**config.mk**
```make
export PLATFORM = sky130hd
export DESIGN_NAME = peripheralTop
export DESIGN_NICKNAME = d
export VERILOG_FILES = /design/src/hw/busPkg.sv /design/src/hw/displayPkg.sv /design/src/hw/breakUnit.sv /design/src/hw/busDecoder.sv /design/src/hw/hexDisplay.sv /design/src/hw/lfsrRng.sv /design/src/hw/peripheralTop.sv /design/src/hw/stopwatch.sv
export SDC_FILE = /design/constraint.sdc
export NUM_CORES = 1
export LEC_CHECK = 0
export BUFFER_PORTS_ARGS = -buffer_cell sky130_fd_sc_hd__buf_2
export CORE_MARGIN = 2
export CORE_UTILIZATION = 45
export DETAILED_ROUTE_END_ITERATION = 8
export PLACE_DENSITY = 0.76
export SYNTH_ARGS = -nofsm -noshare
export SYNTH_HDL_FRONTEND = slang
export SYNTH_HIERARCHICAL = 1
export SYNTH_SLANG_ARGS = --single-unit
```
**constraint.sdc**
```tcl
create_clock -name iCLK -period 6.85 [get_ports iCLK]
set_input_delay 1.7125 -clock iCLK [delete_from_list [all_inputs] [get_ports iCLK]]
set_output_delay 1.7125 -clock iCLK [all_outputs]
set_load 0.03 [all_outputs]
```
**src/hw/busPkg.sv**
```systemverilog
// **********************************************************************
// Data bus widths and the peripheral register map of the MMIO page
// Imported by the decoder and every bus-attached peripheral
// **********************************************************************

package busPkg;

    // Bus word and program counter width
    localparam int DATA_WIDTH = 32;

    typedef logic [DATA_WIDTH-1:0] busWord_t;

    // Upper 24 address bits common to the whole peripheral page
    localparam logic [23:0] MMIO_BASE = 24'hFF2000;

    // Register offsets inside the page
    localparam logic [7:0] LFSR_OFS     = 8'h00;
    localparam logic [7:0] SW_CTRL_OFS  = 8'h10;
    localparam logic [7:0] SW_COUNT_OFS = 8'h14;
    localparam logic [7:0] BRK_ADDR_OFS = 8'h20;
    localparam logic [7:0] BRK_CTRL_OFS = 8'h24;
    localparam logic [7:0] DEBUG_OFS    = 8'h30;

    // Stopwatch control word bits
    localparam int SW_RUN_BIT   = 0;
    localparam int SW_CLEAR_BIT = 1;

    // Breakpoint control word bit
    localparam int BRK_EN_BIT = 0;

endpackage

```
**src/hw/displayPkg.sv**
```systemverilog
// **********************************************************************
// Seven-segment display sizes, source select codes and word views
// **********************************************************************

package displayPkg;

    // Six digits on the board, seven segments each
    localparam int NUM_DIGITS = 6;
    localparam int SEG_WIDTH  = 7;

    // Switch codes choosing the displayed word
    localparam logic [1:0] DISP_STATUS = 2'd0;
    localparam logic [1:0] DISP_DEBUG  = 2'd1;
    // Code 2 is unused and blanks to zero
    localparam logic [1:0] DISP_PC     = 2'd3;

    // One display word, seen whole or as hex nibbles
    typedef union packed {
        // Whole word as picked by the source mux
        logic [31:0] raw;
        // Nibble 0 is the rightmost digit
        logic [7:0][3:0] nibble;
    } displayWord_u;

    // Segment encoding
    // Active low, bit 0 is segment a, bit 6 is segment g
    // Glyph table itself sits in the display module

endpackage

```
**src/hw/breakUnit.sv**
```systemverilog
// **********************************************************************
// PC breakpoint, halt held until resume, re-armed once pc moves off
// **********************************************************************
`timescale 1ns/1ps

module breakUnit import busPkg::*; (
    input  logic     iCLK,
    input  logic     arstN,
    input  logic     brkAddrWrite,
    input  logic     brkCtrlWrite,
    input  busWord_t writeData,
    input  busWord_t pc,
    input  logic     resume,
    output busWord_t brkAddrData,
    output busWord_t brkCtrlData,
    output logic     halt
);

    busWord_t brkAddr;
    logic     brkEnable;
    logic     armed;
    logic     atBreak;

    assign atBreak = (pc == brkAddr);

    always_ff @(posedge iCLK or negedge arstN) begin
        if (!arstN) begin
            brkAddr   <= '0;
            brkEnable <= 1'b0;
            halt      <= 1'b0;
            armed     <= 1'b1;
        end else begin
            if (brkAddrWrite) begin
                brkAddr <= writeData;
            end
            if (brkCtrlWrite) begin
                brkEnable <= writeData[BRK_EN_BIT];
            end
            // Halt level, cleared only by resume
            if (halt) begin
                halt <= !resume;
            end else if (brkEnable && armed && atBreak) begin
                halt <= 1'b1;
            end
            // Disarm on resume, re-arm when pc leaves the break address
            if (!atBreak) begin
                armed <= 1'b1;
            end else if (halt && resume) begin
                armed <= 1'b0;
            end
        end
    end

    assign brkAddrData = brkAddr;

    always_comb begin
        brkCtrlData             = '0;
        brkCtrlData[BRK_EN_BIT] = brkEnable;
    end

    // Match was sampled with the old enable
    assert property (@(posedge iCLK) disable iff (!arstN) $rose(halt) |-> $past(brkEnable));

endmodule

```
**src/hw/busDecoder.sv**
```systemverilog
// **********************************************************************
// MMIO page decode into per-register strobes, plus registered read-back
// **********************************************************************
`timescale 1ns/1ps

module busDecoder import busPkg::*; (
    input  logic     iCLK,
    input  logic     arstN,
    input  logic     readEnable,
    input  logic     writeEnable,
    input  busWord_t address,
    input  busWord_t lfsrData,
    input  busWord_t swCtrlData,
    input  busWord_t swCountData,
    input  busWord_t brkAddrData,
    input  busWord_t brkCtrlData,
    input  busWord_t debugData,
    output logic     lfsrRead,
    output logic     swCtrlWrite,
    output logic     brkAddrWrite,
    output logic     brkCtrlWrite,
    output logic     debugWrite,
    output busWord_t readData
);

    logic     pageHit;
    logic     selLfsr, selSwCtrl, selSwCount, selBrkAddr, selBrkCtrl, selDebug;
    busWord_t readMux;

    // Page match on the upper address bits
    assign pageHit = (address[DATA_WIDTH-1:8] == MMIO_BASE);

    // One select per mapped offset
    assign selLfsr    = pageHit && (address[7:0] == LFSR_OFS);
    assign selSwCtrl  = pageHit && (address[7:0] == SW_CTRL_OFS);
    assign selSwCount = pageHit && (address[7:0] == SW_COUNT_OFS);
    assign selBrkAddr = pageHit && (address[7:0] == BRK_ADDR_OFS);
    assign selBrkCtrl = pageHit && (address[7:0] == BRK_CTRL_OFS);
    assign selDebug   = pageHit && (address[7:0] == DEBUG_OFS);

    // Strobes, whole-word writes only
    assign lfsrRead     = readEnable && selLfsr;
    assign swCtrlWrite  = writeEnable && selSwCtrl;
    assign brkAddrWrite = writeEnable && selBrkAddr;
    assign brkCtrlWrite = writeEnable && selBrkCtrl;
    assign debugWrite   = writeEnable && selDebug;

    // AND-OR mux, unmapped gives zero
    assign readMux = ({DATA_WIDTH{selLfsr}}    & lfsrData)
                   | ({DATA_WIDTH{selSwCtrl}}  & swCtrlData)
                   | ({DATA_WIDTH{selSwCount}} & swCountData)
                   | ({DATA_WIDTH{selBrkAddr}} & brkAddrData)
                   | ({DATA_WIDTH{selBrkCtrl}} & brkCtrlData)
                   | ({DATA_WIDTH{selDebug}}   & debugData);

    // Capture on the read strobe, hold until the next read
    always_ff @(posedge iCLK or negedge arstN) begin
        if (!arstN) begin
            readData <= '0;
        end else if (readEnable) begin
            readData <= readMux;
        end
    end

    // Processor never reads and writes in one cycle
    assert property (@(posedge iCLK) disable iff (!arstN) !(readEnable && writeEnable));

endmodule

```
**src/hw/hexDisplay.sv**
```systemverilog
// **********************************************************************
// Debug register and six-digit hex display, source picked by two switches
// **********************************************************************
`timescale 1ns/1ps

module hexDisplay import busPkg::*, displayPkg::*; (
    input  logic                 iCLK,
    input  logic                 arstN,
    input  logic                 debugWrite,
    input  busWord_t             writeData,
    input  busWord_t             pc,
    input  logic [1:0]           sw,
    input  logic                 running,
    input  logic                 halt,
    output busWord_t             debugData,
    output logic [SEG_WIDTH-1:0] hex0,
    output logic [SEG_WIDTH-1:0] hex1,
    output logic [SEG_WIDTH-1:0] hex2,
    output logic [SEG_WIDTH-1:0] hex3,
    output logic [SEG_WIDTH-1:0] hex4,
    output logic [SEG_WIDTH-1:0] hex5
);

    busWord_t             debugReg;
    logic [7:0]           statusByte;
    displayWord_u         dispWord;
    logic [SEG_WIDTH-1:0] segs [NUM_DIGITS];

    // Hex glyph, gfedcba, active low
    function automatic logic [SEG_WIDTH-1:0] hexGlyph(input logic [3:0] nib);
        case (nib)
            4'h0: hexGlyph = 7'h40;
            4'h1: hexGlyph = 7'h79;
            4'h2: hexGlyph = 7'h24;
            4'h3: hexGlyph = 7'h30;
            4'h4: hexGlyph = 7'h19;
            4'h5: hexGlyph = 7'h12;
            4'h6: hexGlyph = 7'h02;
            4'h7: hexGlyph = 7'h78;
            4'h8: hexGlyph = 7'h00;
            4'h9: hexGlyph = 7'h10;
            4'hA: hexGlyph = 7'h08;
            4'hB: hexGlyph = 7'h03;
            4'hC: hexGlyph = 7'h46;
            4'hD: hexGlyph = 7'h21;
            4'hE: hexGlyph = 7'h06;
            default: hexGlyph = 7'h0E;
        endcase
    endfunction

    always_ff @(posedge iCLK or negedge arstN) begin
        if (!arstN) begin
            debugReg <= '0;
        end else if (debugWrite) begin
            debugReg <= writeData;
        end
    end

    assign debugData  = debugReg;
    assign statusByte = {6'b0, running, halt};

    // Source select on the raw view
    always_comb begin
        case (sw)
            DISP_STATUS: dispWord.raw = {24'b0, statusByte};
            DISP_DEBUG:  dispWord.raw = debugReg;
            DISP_PC:     dispWord.raw = pc;
            default:     dispWord.raw = '0;
        endcase
    end

    // Low nibbles only, top two never shown
    for (genvar i = 0; i < NUM_DIGITS; i++) begin : gDigit
        assign segs[i] = hexGlyph(dispWord.nibble[i]);
    end

    assign hex0 = segs[0];
    assign hex1 = segs[1];
    assign hex2 = segs[2];
    assign hex3 = segs[3];
    assign hex4 = segs[4];
    assign hex5 = segs[5];

endmodule

```
**src/hw/lfsrRng.sv**
```systemverilog
// **********************************************************************
// 32-bit Galois LFSR read as a register, one step per bus read
// **********************************************************************
`timescale 1ns/1ps

module lfsrRng import busPkg::*; #(
    parameter busWord_t LFSR_SEED = 32'h1
) (
    input  logic     iCLK,
    input  logic     arstN,
    input  logic     lfsrRead,
    output busWord_t lfsrData
);

    // Feedback mask applied when bit 0 shifts out
    localparam busWord_t LFSR_TAPS = 32'h80200003;

    busWord_t lfsrState;

    always_ff @(posedge iCLK or negedge arstN) begin
        if (!arstN) begin
            lfsrState <= LFSR_SEED;
        end else if (lfsrRead) begin
            // Right shift, taps folded in on a one
            if (lfsrState[0]) begin
                lfsrState <= (lfsrState >> 1) ^ LFSR_TAPS;
            end else begin
                lfsrState <= lfsrState >> 1;
            end
        end
    end

    // Decoder samples this on the same edge, so reads see the pre-step value
    assign lfsrData = lfsrState;

    // All-zero state would lock the sequence up
    assert property (@(posedge iCLK) disable iff (!arstN) lfsrState != '0);

endmodule

```
**src/hw/peripheralTop.sv**
```systemverilog
// **********************************************************************
// Peripheral side of the teaching board, driven by an external CPU bus
// Connects the decoder, LFSR, stopwatch, breakpoint unit and display
// **********************************************************************
`timescale 1ns/1ps

module peripheralTop import busPkg::*, displayPkg::*; #(
    parameter busWord_t LFSR_SEED = 32'h1,
    parameter int       TICK_DIV  = 4
) (
    input  logic                 iCLK,
    input  logic                 arstN,
    // Data bus from the processor
    input  logic                 readEnable,
    input  logic                 writeEnable,
    input  busWord_t             address,
    input  busWord_t             writeData,
    output busWord_t             readData,
    // Debug inputs
    input  busWord_t             pc,
    input  logic                 resume,
    input  logic [1:0]           sw,
    output logic                 halt,
    // Seven-segment digits
    output logic [SEG_WIDTH-1:0] hex0,
    output logic [SEG_WIDTH-1:0] hex1,
    output logic [SEG_WIDTH-1:0] hex2,
    output logic [SEG_WIDTH-1:0] hex3,
    output logic [SEG_WIDTH-1:0] hex4,
    output logic [SEG_WIDTH-1:0] hex5
);

    // Read-back words, one per register
    busWord_t lfsrData;
    busWord_t swCtrlData;
    busWord_t swCountData;
    busWord_t brkAddrData;
    busWord_t brkCtrlData;
    busWord_t debugData;

    // Strobes from the decoder
    logic lfsrRead;
    logic swCtrlWrite;
    logic brkAddrWrite;
    logic brkCtrlWrite;
    logic debugWrite;

    // Stopwatch state for the status byte
    logic running;

    busDecoder decoder0 (
        .iCLK(iCLK), .arstN(arstN),
        .readEnable(readEnable), .writeEnable(writeEnable), .address(address),
        .lfsrData(lfsrData), .swCtrlData(swCtrlData), .swCountData(swCountData),
        .brkAddrData(brkAddrData), .brkCtrlData(brkCtrlData), .debugData(debugData),
        .lfsrRead(lfsrRead), .swCtrlWrite(swCtrlWrite), .brkAddrWrite(brkAddrWrite),
        .brkCtrlWrite(brkCtrlWrite), .debugWrite(debugWrite), .readData(readData)
    );

    lfsrRng #(.LFSR_SEED(LFSR_SEED)) lfsr0 (
        .iCLK(iCLK), .arstN(arstN), .lfsrRead(lfsrRead), .lfsrData(lfsrData)
    );

    stopwatch #(.TICK_DIV(TICK_DIV)) stopwatch0 (
        .iCLK(iCLK), .arstN(arstN), .swCtrlWrite(swCtrlWrite), .writeData(writeData),
        .swCtrlData(swCtrlData), .swCountData(swCountData), .running(running)
    );

    breakUnit break0 (
        .iCLK(iCLK), .arstN(arstN), .brkAddrWrite(brkAddrWrite),
        .brkCtrlWrite(brkCtrlWrite), .writeData(writeData), .pc(pc), .resume(resume),
        .brkAddrData(brkAddrData), .brkCtrlData(brkCtrlData), .halt(halt)
    );

    hexDisplay display0 (
        .iCLK(iCLK), .arstN(arstN), .debugWrite(debugWrite), .writeData(writeData),
        .pc(pc), .sw(sw), .running(running), .halt(halt), .debugData(debugData),
        .hex0(hex0), .hex1(hex1), .hex2(hex2), .hex3(hex3), .hex4(hex4), .hex5(hex5)
    );

endmodule

```
**src/hw/stopwatch.sv**
```systemverilog
// **********************************************************************
// Stopwatch counting prescaled ticks, run and clear via control writes
// **********************************************************************
`timescale 1ns/1ps

module stopwatch import busPkg::*; #(
    parameter int TICK_DIV = 4
) (
    input  logic     iCLK,
    input  logic     arstN,
    input  logic     swCtrlWrite,
    input  busWord_t writeData,
    output busWord_t swCtrlData,
    output busWord_t swCountData,
    output logic     running
);

    // Prescaler needs at least one bit
    localparam int PRE_W = (TICK_DIV > 1) ? $clog2(TICK_DIV) : 1;

    logic [PRE_W-1:0] prescale;
    busWord_t         count;
    logic             clearNow;

    // Clear only lives in its write cycle
    assign clearNow = swCtrlWrite && writeData[SW_CLEAR_BIT];

    always_ff @(posedge iCLK or negedge arstN) begin
        if (!arstN) begin
            running  <= 1'b0;
            prescale <= '0;
            count    <= '0;
        end else begin
            if (swCtrlWrite) begin
                running <= writeData[SW_RUN_BIT];
            end
            if (clearNow) begin
                prescale <= '0;
                count    <= '0;
            end else if (running) begin
                // One count every TICK_DIV cycles
                if (prescale == PRE_W'(TICK_DIV - 1)) begin
                    prescale <= '0;
                    count    <= count + 1'b1;
                end else begin
                    prescale <= prescale + 1'b1;
                end
            end
        end
    end

    // Control reads back only the run flag
    always_comb begin
        swCtrlData             = '0;
        swCtrlData[SW_RUN_BIT] = running;
    end

    assign swCountData = count;

endmodule

```
# == After elaboration in Yosys (flattened, before gate mapping) ==
# Memories as Yosys holds them, arrays and structs flattened.
# Cells that the tools add are included.
# op_classes
eq_ne,11
add_sub_neg,2
muxes,12
n_reduce_logical,21
bitwise,12
# op_table
operator,count
$or 32x32->32,5
$and 32x32->32,4
$mux 32,4
$pmux 24 s3,1
$and 32x1->32,2
$add 32x1->32 const B,1
$eq 32x32->1,1
$eq 24x24->1 const B,1
$eq 8x6->1 const B,3
$eq 8x5->1 const B,2
$logic_and 1x1->1,15
$logic_not 8->1,1
$mux 2,3
$eq 2x2->1 const B,2
$mux 1,4
$not 3->4,1
$reduce_bool 2->1,2
$add 2x1->2 const B,1
$eq 2x1->1 const B,1
$logic_not 2->1,1
$ne 2x2->1 const B,1
$reduce_and 2->1,1
$logic_not 1->1,1
# totals
reg_bits,166
romBits,672
inputBits,103
wordCells,74
mem_count,6
out_inout_bits,75
# mem_list
name,words,word_bits,rd,rd_clocked_by_memory_dff,wr,line,rtl
(no name shown),16,7,1,0,0,hexDisplay.sv:31,case (nib)
(no name shown),16,7,1,0,0,hexDisplay.sv:31,
(no name shown),16,7,1,0,0,hexDisplay.sv:31,
(no name shown),16,7,1,0,0,hexDisplay.sv:31,
(no name shown),16,7,1,0,0,hexDisplay.sv:31,
(no name shown),16,7,1,0,0,hexDisplay.sv:31,

# == Longest topological paths before layout ==
# Gate-level depths: netlist of run 1.
# logic_depth
depth_word,8
ltp_mapped,10
ltp_nobuf,8

# == By module ==
# Netlist of run 1, hierarchy kept.
# by_module_without_submodules
module,seq_area_each_um2,area_per_inst_um2,instances,cells_each
hexDisplay,800.8,3039.2,1,293
busDecoder,800.8,2939.1,1,248
stopwatch,875.8,2119.5,1,235
breakUnit,877.1,1891.8,1,152
lfsrRng,802.0,1332.5,1,73

# == Worst setup path after synthesis of run 1 ==
# OpenSTA, ideal clock, no wires.
# synth_path
path_kind,in2out
from,input sw[0]
to,output hex1[2]
t_arrival_ns,3.732
stages,7
slack_ns,1.405
required_ns,5.137
n_path_buf,3
path_cell_list,buf_2 buf_4 buf_2 nor2b_1 inv_1 ha_1 o31ai_1
# synth_via
elab_chain_len,3
elab_cells_between_ends,5
cone_classes,2 x eq/ne; 1 x mux; 1 x reduce/logical; 1 x memory
# synth_rtl
element,line,rtl
start: declaration,peripheralTop.sv:22,"input logic [1:0] sw,"
"$eq 2x2->1, or another cell as far along",hexDisplay.sv:64,case (sw)
$pmux 24 s3 *,hexDisplay.sv:64,
$mem_v2 16x7 *,-,
end: declaration,peripheralTop.sv:26,"output logic [SEG_WIDTH-1:0] hex1,"
# Mark *: on every way between the ends. The rest lies on a longest branch, timed or not.

# == Final worst setup path of run 1 ==
# layout_path
from,input sw[1]
to,output hex3[3]
# layout_via
elab_chain_len,3
elab_cells_between_ends,5
cone_classes,2 x eq/ne; 1 x mux; 1 x reduce/logical; 1 x memory
# layout_rtl
element,line,rtl
"$eq 2x2->1, or another cell as far along",hexDisplay.sv:64,
$pmux 24 s3 *,hexDisplay.sv:64,
$mem_v2 16x7 *,-,
end: declaration,peripheralTop.sv:28,"output logic [SEG_WIDTH-1:0] hex3,"
# Marked as above.

==> results of run 1 <==
## layout make-up
cell class | instances | area [µm²]
Clock inverter | 15 | 122.6
Sequential cell | 166 | 4156
Tap cell | 330 | 412.9
Timing Repair Buffer | 188 | 974.7
Fill cell | 2225 | 12350
Multi-Input combinational cell | 705 | 6312
Inverter | 55 | 206.4
Clock buffer | 17 | 425.4
## routing by layer
metal / wire [µm] / up-vias / track usage [%]
met2: 13380 / 260 / 34.72
met5: 13 / - / 0
met4: 627 / 2 / 7.241
met3: 1623 / 36 / 4.202
met1: 12090 / 4131 / 28.67
li1: - / 3865 / -
## how the worst max path moves through the flow
| stage | startpoint | to | slack [ns] | depth (start not counted) |
|---|---|---|---|---|
| 6_report | sw[1] | hex3[3] | 1.09 | 7 |
| 2_1_floorplan | sw[0] | hex1[2] | 1.41 | 7 |
| 4_1_cts | sw[1] | hex1[3] | 1.11 | 7 |
| 5_1_grt | sw[1] | hex1[3] | 0.93 | 7 |
| 3_3_place_gp | sw[1] | hex3[3] | 1.26 | 7 |
| 3_5_place_dp | sw[1] | hex3[3] | 1.10 | 7 |
## cells by family after synthesis
family	synth area share, %
multiplexers	22.95
XOR/XNOR	3.481
AO/OA/AOI/OAI	13.27
adder cells (fa/ha/maj)	3.647
flip-flops	36.71
AND/OR/NAND/NOR	10.29
other	0.06633
buffers and inverters	9.581
## state kept, by name, summed over array words and instances, names as in the netlist
register                count
lfsr0/lfsrData             32
stopwatch0/running          1
stopwatch0/prescale         2
decoder0/readData          32
stopwatch0/swCountData     32
break0/brkAddrData         32
display0/debugData         32
break0/armed                1
break0/brkEnable            1
break0/halt                 1
## critical path, stage by stage
cell,delay [ns]
buf_2,0.59
mux2i_1,0.18
nor2b_1,0.40
inv_1,0.16
ha_1,0.33
mux4_2,0.47
buf_2,0.19
## through the flow
| stage | util (%) | hold WS, ns | setup slack, ns | instance area, µm² |
|---|---|---|---|---|
| 6_report | 50.52 | 0.5053 | 1.088 | 12610 |
| 4_1_cts | 50.52 | 0.5055 | 1.110 | 12610 |
| 5_1_grt | 50.52 | 0.5203 | 0.9271 | 12610 |
| 3_5_place_dp | 48.32 | 0.4905 | 1.104 | 12060 |
| 3_3_place_gp | 48.32 | 0.4850 | 1.261 | 12060 |
| 2_1_floorplan | - | 0.4754 | 1.405 | 11550 |
## power breakdown
group / switching [µW] / internal, µW / total (µW)
clock: 422 / 470 / 892
combinational: 167 / 97.1 / 264
sequential: 0.0000161 / 980 / 980
## cell usage in the layout, fill, tap and decap left out, types with 24 or more instances in the layout
cell type  count
a22oi_1       33
conb_1        62
mux2_2        79
mux2i_1       41
inv_1         55
mux2_4        28
o22ai_1       29
ha_1          33
mux4_2        38
o22ai_2       30
dfrtp_1      164
buf_2        176
a22o_1        33
nand2_1       31
nor2_1        24
nand3_1       30
xor2_1        40
==> results.yml, run 1 <==
drt:
  drt_iter0_markers: 681
  avgViaCountPerCell: 5.619
  num_vias: 8294
  drt_wl_total_mm: 27.74
  routedWlPerCell_um: 18.80
  route.detailed.drc: 0
  drtPass1Iterations: 5
  ant_nets: 0
placed_design:
  dp_hpwl_mm: 20.60
  dp_cells: 1444
  gp_congestion: 0.8678
  portBuffers: 177
sta:
  final.setup_skew_ns: 0.007909
  hold_viol: 0
  post-route-period-util_pct: 84.11
  worst_pin_slew_ns: 1.071
  tns_ns: 0
  max_freq_mhz: 173.6
  slew_headroom_pct: 28.63
  rsz0062_at_grt: "false"
  finalSetupViolations: 0
  period_minus_slack_ns: 5.762
  final_max_slew_viol_count: 0
clock_network:
  cts_setup_buffers: 0
  cts_tree: "done"
  clockBufferDepth: 2
  cts-resized-gates: 0
  clkLatencyLatePin_ns: 0.44
  cts_root_buf: "clkbuf_16"
  numClockSinks: 166
  cts.clk_slew.worst_paths_ns: 0.06
  holdBufCountCts: 0
  numCtsBuffers: 17
  cts_htree_levels: 4
floorplan:
  die_x_um: 162.6
  pin_count: 178
  rows: 58
  start_util_pct: 45.35
  die_area_um2: 26450
  core-area_um2: 24960
  dieHeight_um: 162.6
global_route:
  grt_pass1_vias: 8248
  antenna_found_initial: 1
  grt_usage_pct: 21.34
  grt_max_degree: 73
  grt_overflow: 0
  grt_pass1_wl_mm: 44.41
synth:
  synth_seq_cells: 166
  syn_avg_cell_area_um2: 11.31
  synth_most_common_cell: "dfrtp_1"
  synth_ff_type: "dfrtp_1"
  yosysTopAreaCell: "dfrtp_1"
  synth_area_um2: 11320
  synthCells: 1001
  async_reset_ff_share_pct: 100.0
  synthTopCellsByArea: "dfrtp_1 (36%), mux2_2 (7.9%), mux4_2 (7.6%)"
  ys_seq_area_share_pct: 36.71
  synth-warning-count: 6
  yosysTopAreaCellShare_pct: 36.25
  yosys-top-cells-count: "dfrtp_1 (164), mux2_2 (79), buf_4 (67), inv_1 (55), mux2i_1 (41)"
  synth.distinct_cells: 65
  synth_edf_count: 0
worst_setup_path:
  crit_fanout: 31
  reg2reg_from: "stopwatch0/prescale[0]$_DFFE_PN0P_"
  cp.required_ns: 5.14
  cp-end-kind: "output port"
  r2r_cells: 5
  rr_endpoint: "stopwatch0/swCountData[25]$_DFFE_PN0P_"
  start_kind: "input port"
  crit_type: "input port to output port"
  reg2reg_slack_ns: 4.29
  cp.arrival_ns: 4.05
hold_path:
  hold_start: "display0/debugData[24]$_DFFE_PN0P_"
  hp-class: "flop to flop"
  min_to: "display0/debugData[24]$_DFFE_PN0P_"
  whs_path_depth: 1
outcome:
  outcome: "finished clean"
finish:
  instances_no_fill: 1476
  nNetsFinal: 1269
  area_delta_synth_final_pct: 11.38
  antenna_cells: 0
  layout-drive-gt1-share_pct: 36.65
pwr:
  power.density_nw_per_um2: 169.4
  leakage_uw: 0.005927
  total_power_uw: 2136
  ir_drop_mv: 0.1668
job:
  max_cap_violations: 0
Power figures use the tool's default switching activity.
==> inputs of run 2 (changes only) <==
Settings changed: ABC_AREA set to 1, PLACE_DENSITY 0.76 to 0.75.
Clock period 6.85 ns to 6 ns, I/O delays scaled along.
==> run 2 against run 1 <==
Against the previous run: utilization shrank 0.075 points; highest routed layer unchanged; first-iteration DRC count grew 85%; register-to-register slack lost 0.16 ns.
==> results.yml, run 2 <==
outcome:
  outcome: "finished clean"
drt:
  avgViaCountPerCell: 5.377
  drt_iter0_markers: 1260
  routedWlPerCell_um: 16.39
  drtPass1Iterations: 5
  num_vias: 11830
  route.detailed.drc: 0
  drt_wl_total_mm: 36.06
  ant_nets: 0
synth:
  synth_edf_count: 0
  syn_avg_cell_area_um2: 7.170
  yosysTopAreaCellShare_pct: 33.18
  synth_area_um2: 12370
  synth_most_common_cell: "nand2_1"
  synth_ff_type: "dfrtp_1"
  synthTopCellsByArea: "dfrtp_1 (33%), nand2_1 (14%), nand4_1 (8.4%)"
  yosysTopAreaCell: "dfrtp_1"
  yosys-top-cells-count: "nand2_1 (470), nor2_1 (237), nand4_1 (166), dfrtp_1 (164), inv_1 (134)"
  ys_seq_area_share_pct: 33.61
  synth.distinct_cells: 43
  async_reset_ff_share_pct: 100.0
  synth-warning-count: 6
  synth_seq_cells: 166
  synthCells: 1725
worst_setup_path:
  cp_top_family: "buffers and inverters"
  cp-end-kind: "output port"
  max_stage_delay_ns: 0.37
  crit_slowest_cell: "nor2_4"
  critPathBufInv: 5
  cp.arrival_ns: 3.36
  cp.required_ns: 4.50
  crit_fanout: 19
  crit_type: "input port to output port"
  path_cells: "buf_2 -> inv_4 -> nor2_4 -> nand2_2 -> nand2_2 -> inv_1 -> ha_1 -> inv_1 -> nor2_1 -> o21ai_0 -> nand2_1 -> buf_2"
  start_kind: "input port"
floorplan:
  core-area_um2: 26950
  start_util_pct: 45.89
  die_area_um2: 28830
  die_x_um: 169.8
  dieHeight_um: 169.8
  rows: 60
  pin_count: 178
placed_design:
  portBuffers: 177
  dp_cells: 2169
  dp_worst_setup_slack_ns: 1.152
  dp_hpwl_mm: 26.14
  gp_congestion: 0.9050
  placed_cell_area_um2: 12980
finish:
  instances_no_fill: 2200
  layout-drive-gt1-share_pct: 19.53
  area_delta_synth_final_pct: 9.914
  nNetsFinal: 1983
  layout_common_cells: "nand2_1 (470), nor2_1 (233), buf_2 (176), nand4_1 (166), dfrtp_1 (164)"
  post-route-cell-area_um2: 13590
  layout_commonest_cell: "nand2_1"
  antenna_cells: 0
sta:
  period_minus_slack_ns: 4.861
  final_max_slew_viol_count: 0
  worst_pin_slew_ns: 0.9834
  final.setup_skew_ns: 0.007660
  finalSetupViolations: 0
  hold_viol: 0
  tns_ns: 0
  setup_ws_ns: 1.139
  slew_headroom_pct: 34.44
  rsz0062_at_grt: "false"
  post-route-period-util_pct: 81.02
  max_freq_mhz: 205.7
global_route:
  grt_max_degree: 98
  grt_overflow: 0
  antenna_found_initial: 1
  grt_usage_pct: 25.09
  grt_pass1_vias: 10830
  grt_pass1_wl_mm: 57.03
pwr:
  power.density_nw_per_um2: 195.8
  leakage_uw: 0.007349
  ir_drop_mv: 0.1665
clock_network:
  clkLatencyLatePin_ns: 0.43
  numClockSinks: 166
  cts_root_buf: "clkbuf_16"
  cts_tree: "done"
  cts.clk_slew.worst_paths_ns: 0.06
  clockBufferDepth: 2
  numCtsBuffers: 17
  cts-resized-gates: 0
  cts_htree_levels: 4
  cts_setup_buffers: 0
  holdBufCountCts: 0
hold_path:
  hp-class: "flop to flop"
job:
  max_cap_violations: 0
## run 2: changes by cell type after synthesis, moves of 30 or more
cell | before | now
nand2_1 | 31 | 470
nor2_1 | 24 | 237
nand4_1 | 14 | 166
inv_1 | 55 | 134
nand3_1 | 30 | 82
o21ai_0 | 7 | 55
mux2i_1 | 41 | 0
xor2_1 | 40 | 0
a21oi_1 | 20 | 59
mux4_2 | 38 | 0
a22o_1 | 33 | 0
a22oi_1 | 33 | 0
o22ai_2 | 30 | 0
## run 2: cell type report
cell class	count	area, µm²
Clock inverter	10	155.1
Clock buffer	21	460.4
Tap cell	341	426.7
Multi-Input combinational cell	1316	6793
Sequential cell	166	4156
Fill cell	2581	13360
Timing Repair Buffer	196	1035
Inverter	150	568.0
## run 2: kinds of logic after synthesis
family                     count (synthesis)  share of synthesized area, %
other                                      2                       0.06072
xor gates and xnor gates                  23                         1.629
and+or+nand+nor                         1021                         37.81
buffers and inverters                    303                         13.45
DFF                                      166                         33.61
AOI/OAI and AO/OA                        125                         5.362
muxes                                     52                         4.734
adders and majority gates                 33                         3.338
## run 2: where the power goes
group	internal, µW	switching, µW
clock network	714	447
registers	1130	13.6
logic	103	250
## run 2: layer usage
layer / track usage (%) / up-vias / routed length (µm)
met5: 0 / - / 13
li1: - / 5730 / -
met3: 4.757 / 53 / 3171
met1: 34.03 / 5541 / 15500
met2: 40.82 / 504 / 16530
met4: 7.469 / 2 / 841
## run 2: through the flow
stage	util [%]	hold WS (ns)	power, µW
2_1_floorplan	-	0.4640	1407
3_3_place_gp	48.16	0.4788	1513
3_5_place_dp	48.16	0.4850	1518
4_1_cts	50.44	0.5017	2676
5_1_grt	50.44	0.5241	2757
6_report	50.44	0.4990	2662
## run 2: worst reg2reg max path: stages (launching register included)
cell and delay, ns:
dfrtp_1 0.43, ha_1 0.22, nand2_1 0.06, nor2_1 0.15, nand3_2 0.18, nor2_2 0.39
nand2_1 0.15, nand2_1 0.09, nand2_1 0.05, nor2_1 0.09
## run 2: final timing paths
kind	startpoint	to	slack, ns	depth (start not counted)
max	sw[0]	hex3[3]	1.14	12
min	break0/armed$_DFFE_PN1P_	break0/armed$_DFFE_PN1P_	0.50	2
max reg2reg	stopwatch0/swCountData[1]$_DFFE_PN0P_	stopwatch0/swCountData[30]$_DFFE_PN0P_	4.13	9
min reg2reg	break0/armed$_DFFE_PN1P_	break0/armed$_DFFE_PN1P_	0.50	2
max in group asynchronous	arstN	break0/brkAddrData[20]$_DFFE_PN0P_	3.71	2
min in group asynchronous	arstN	stopwatch0/swCountData[27]$_DFFE_PN0P_	1.18	1
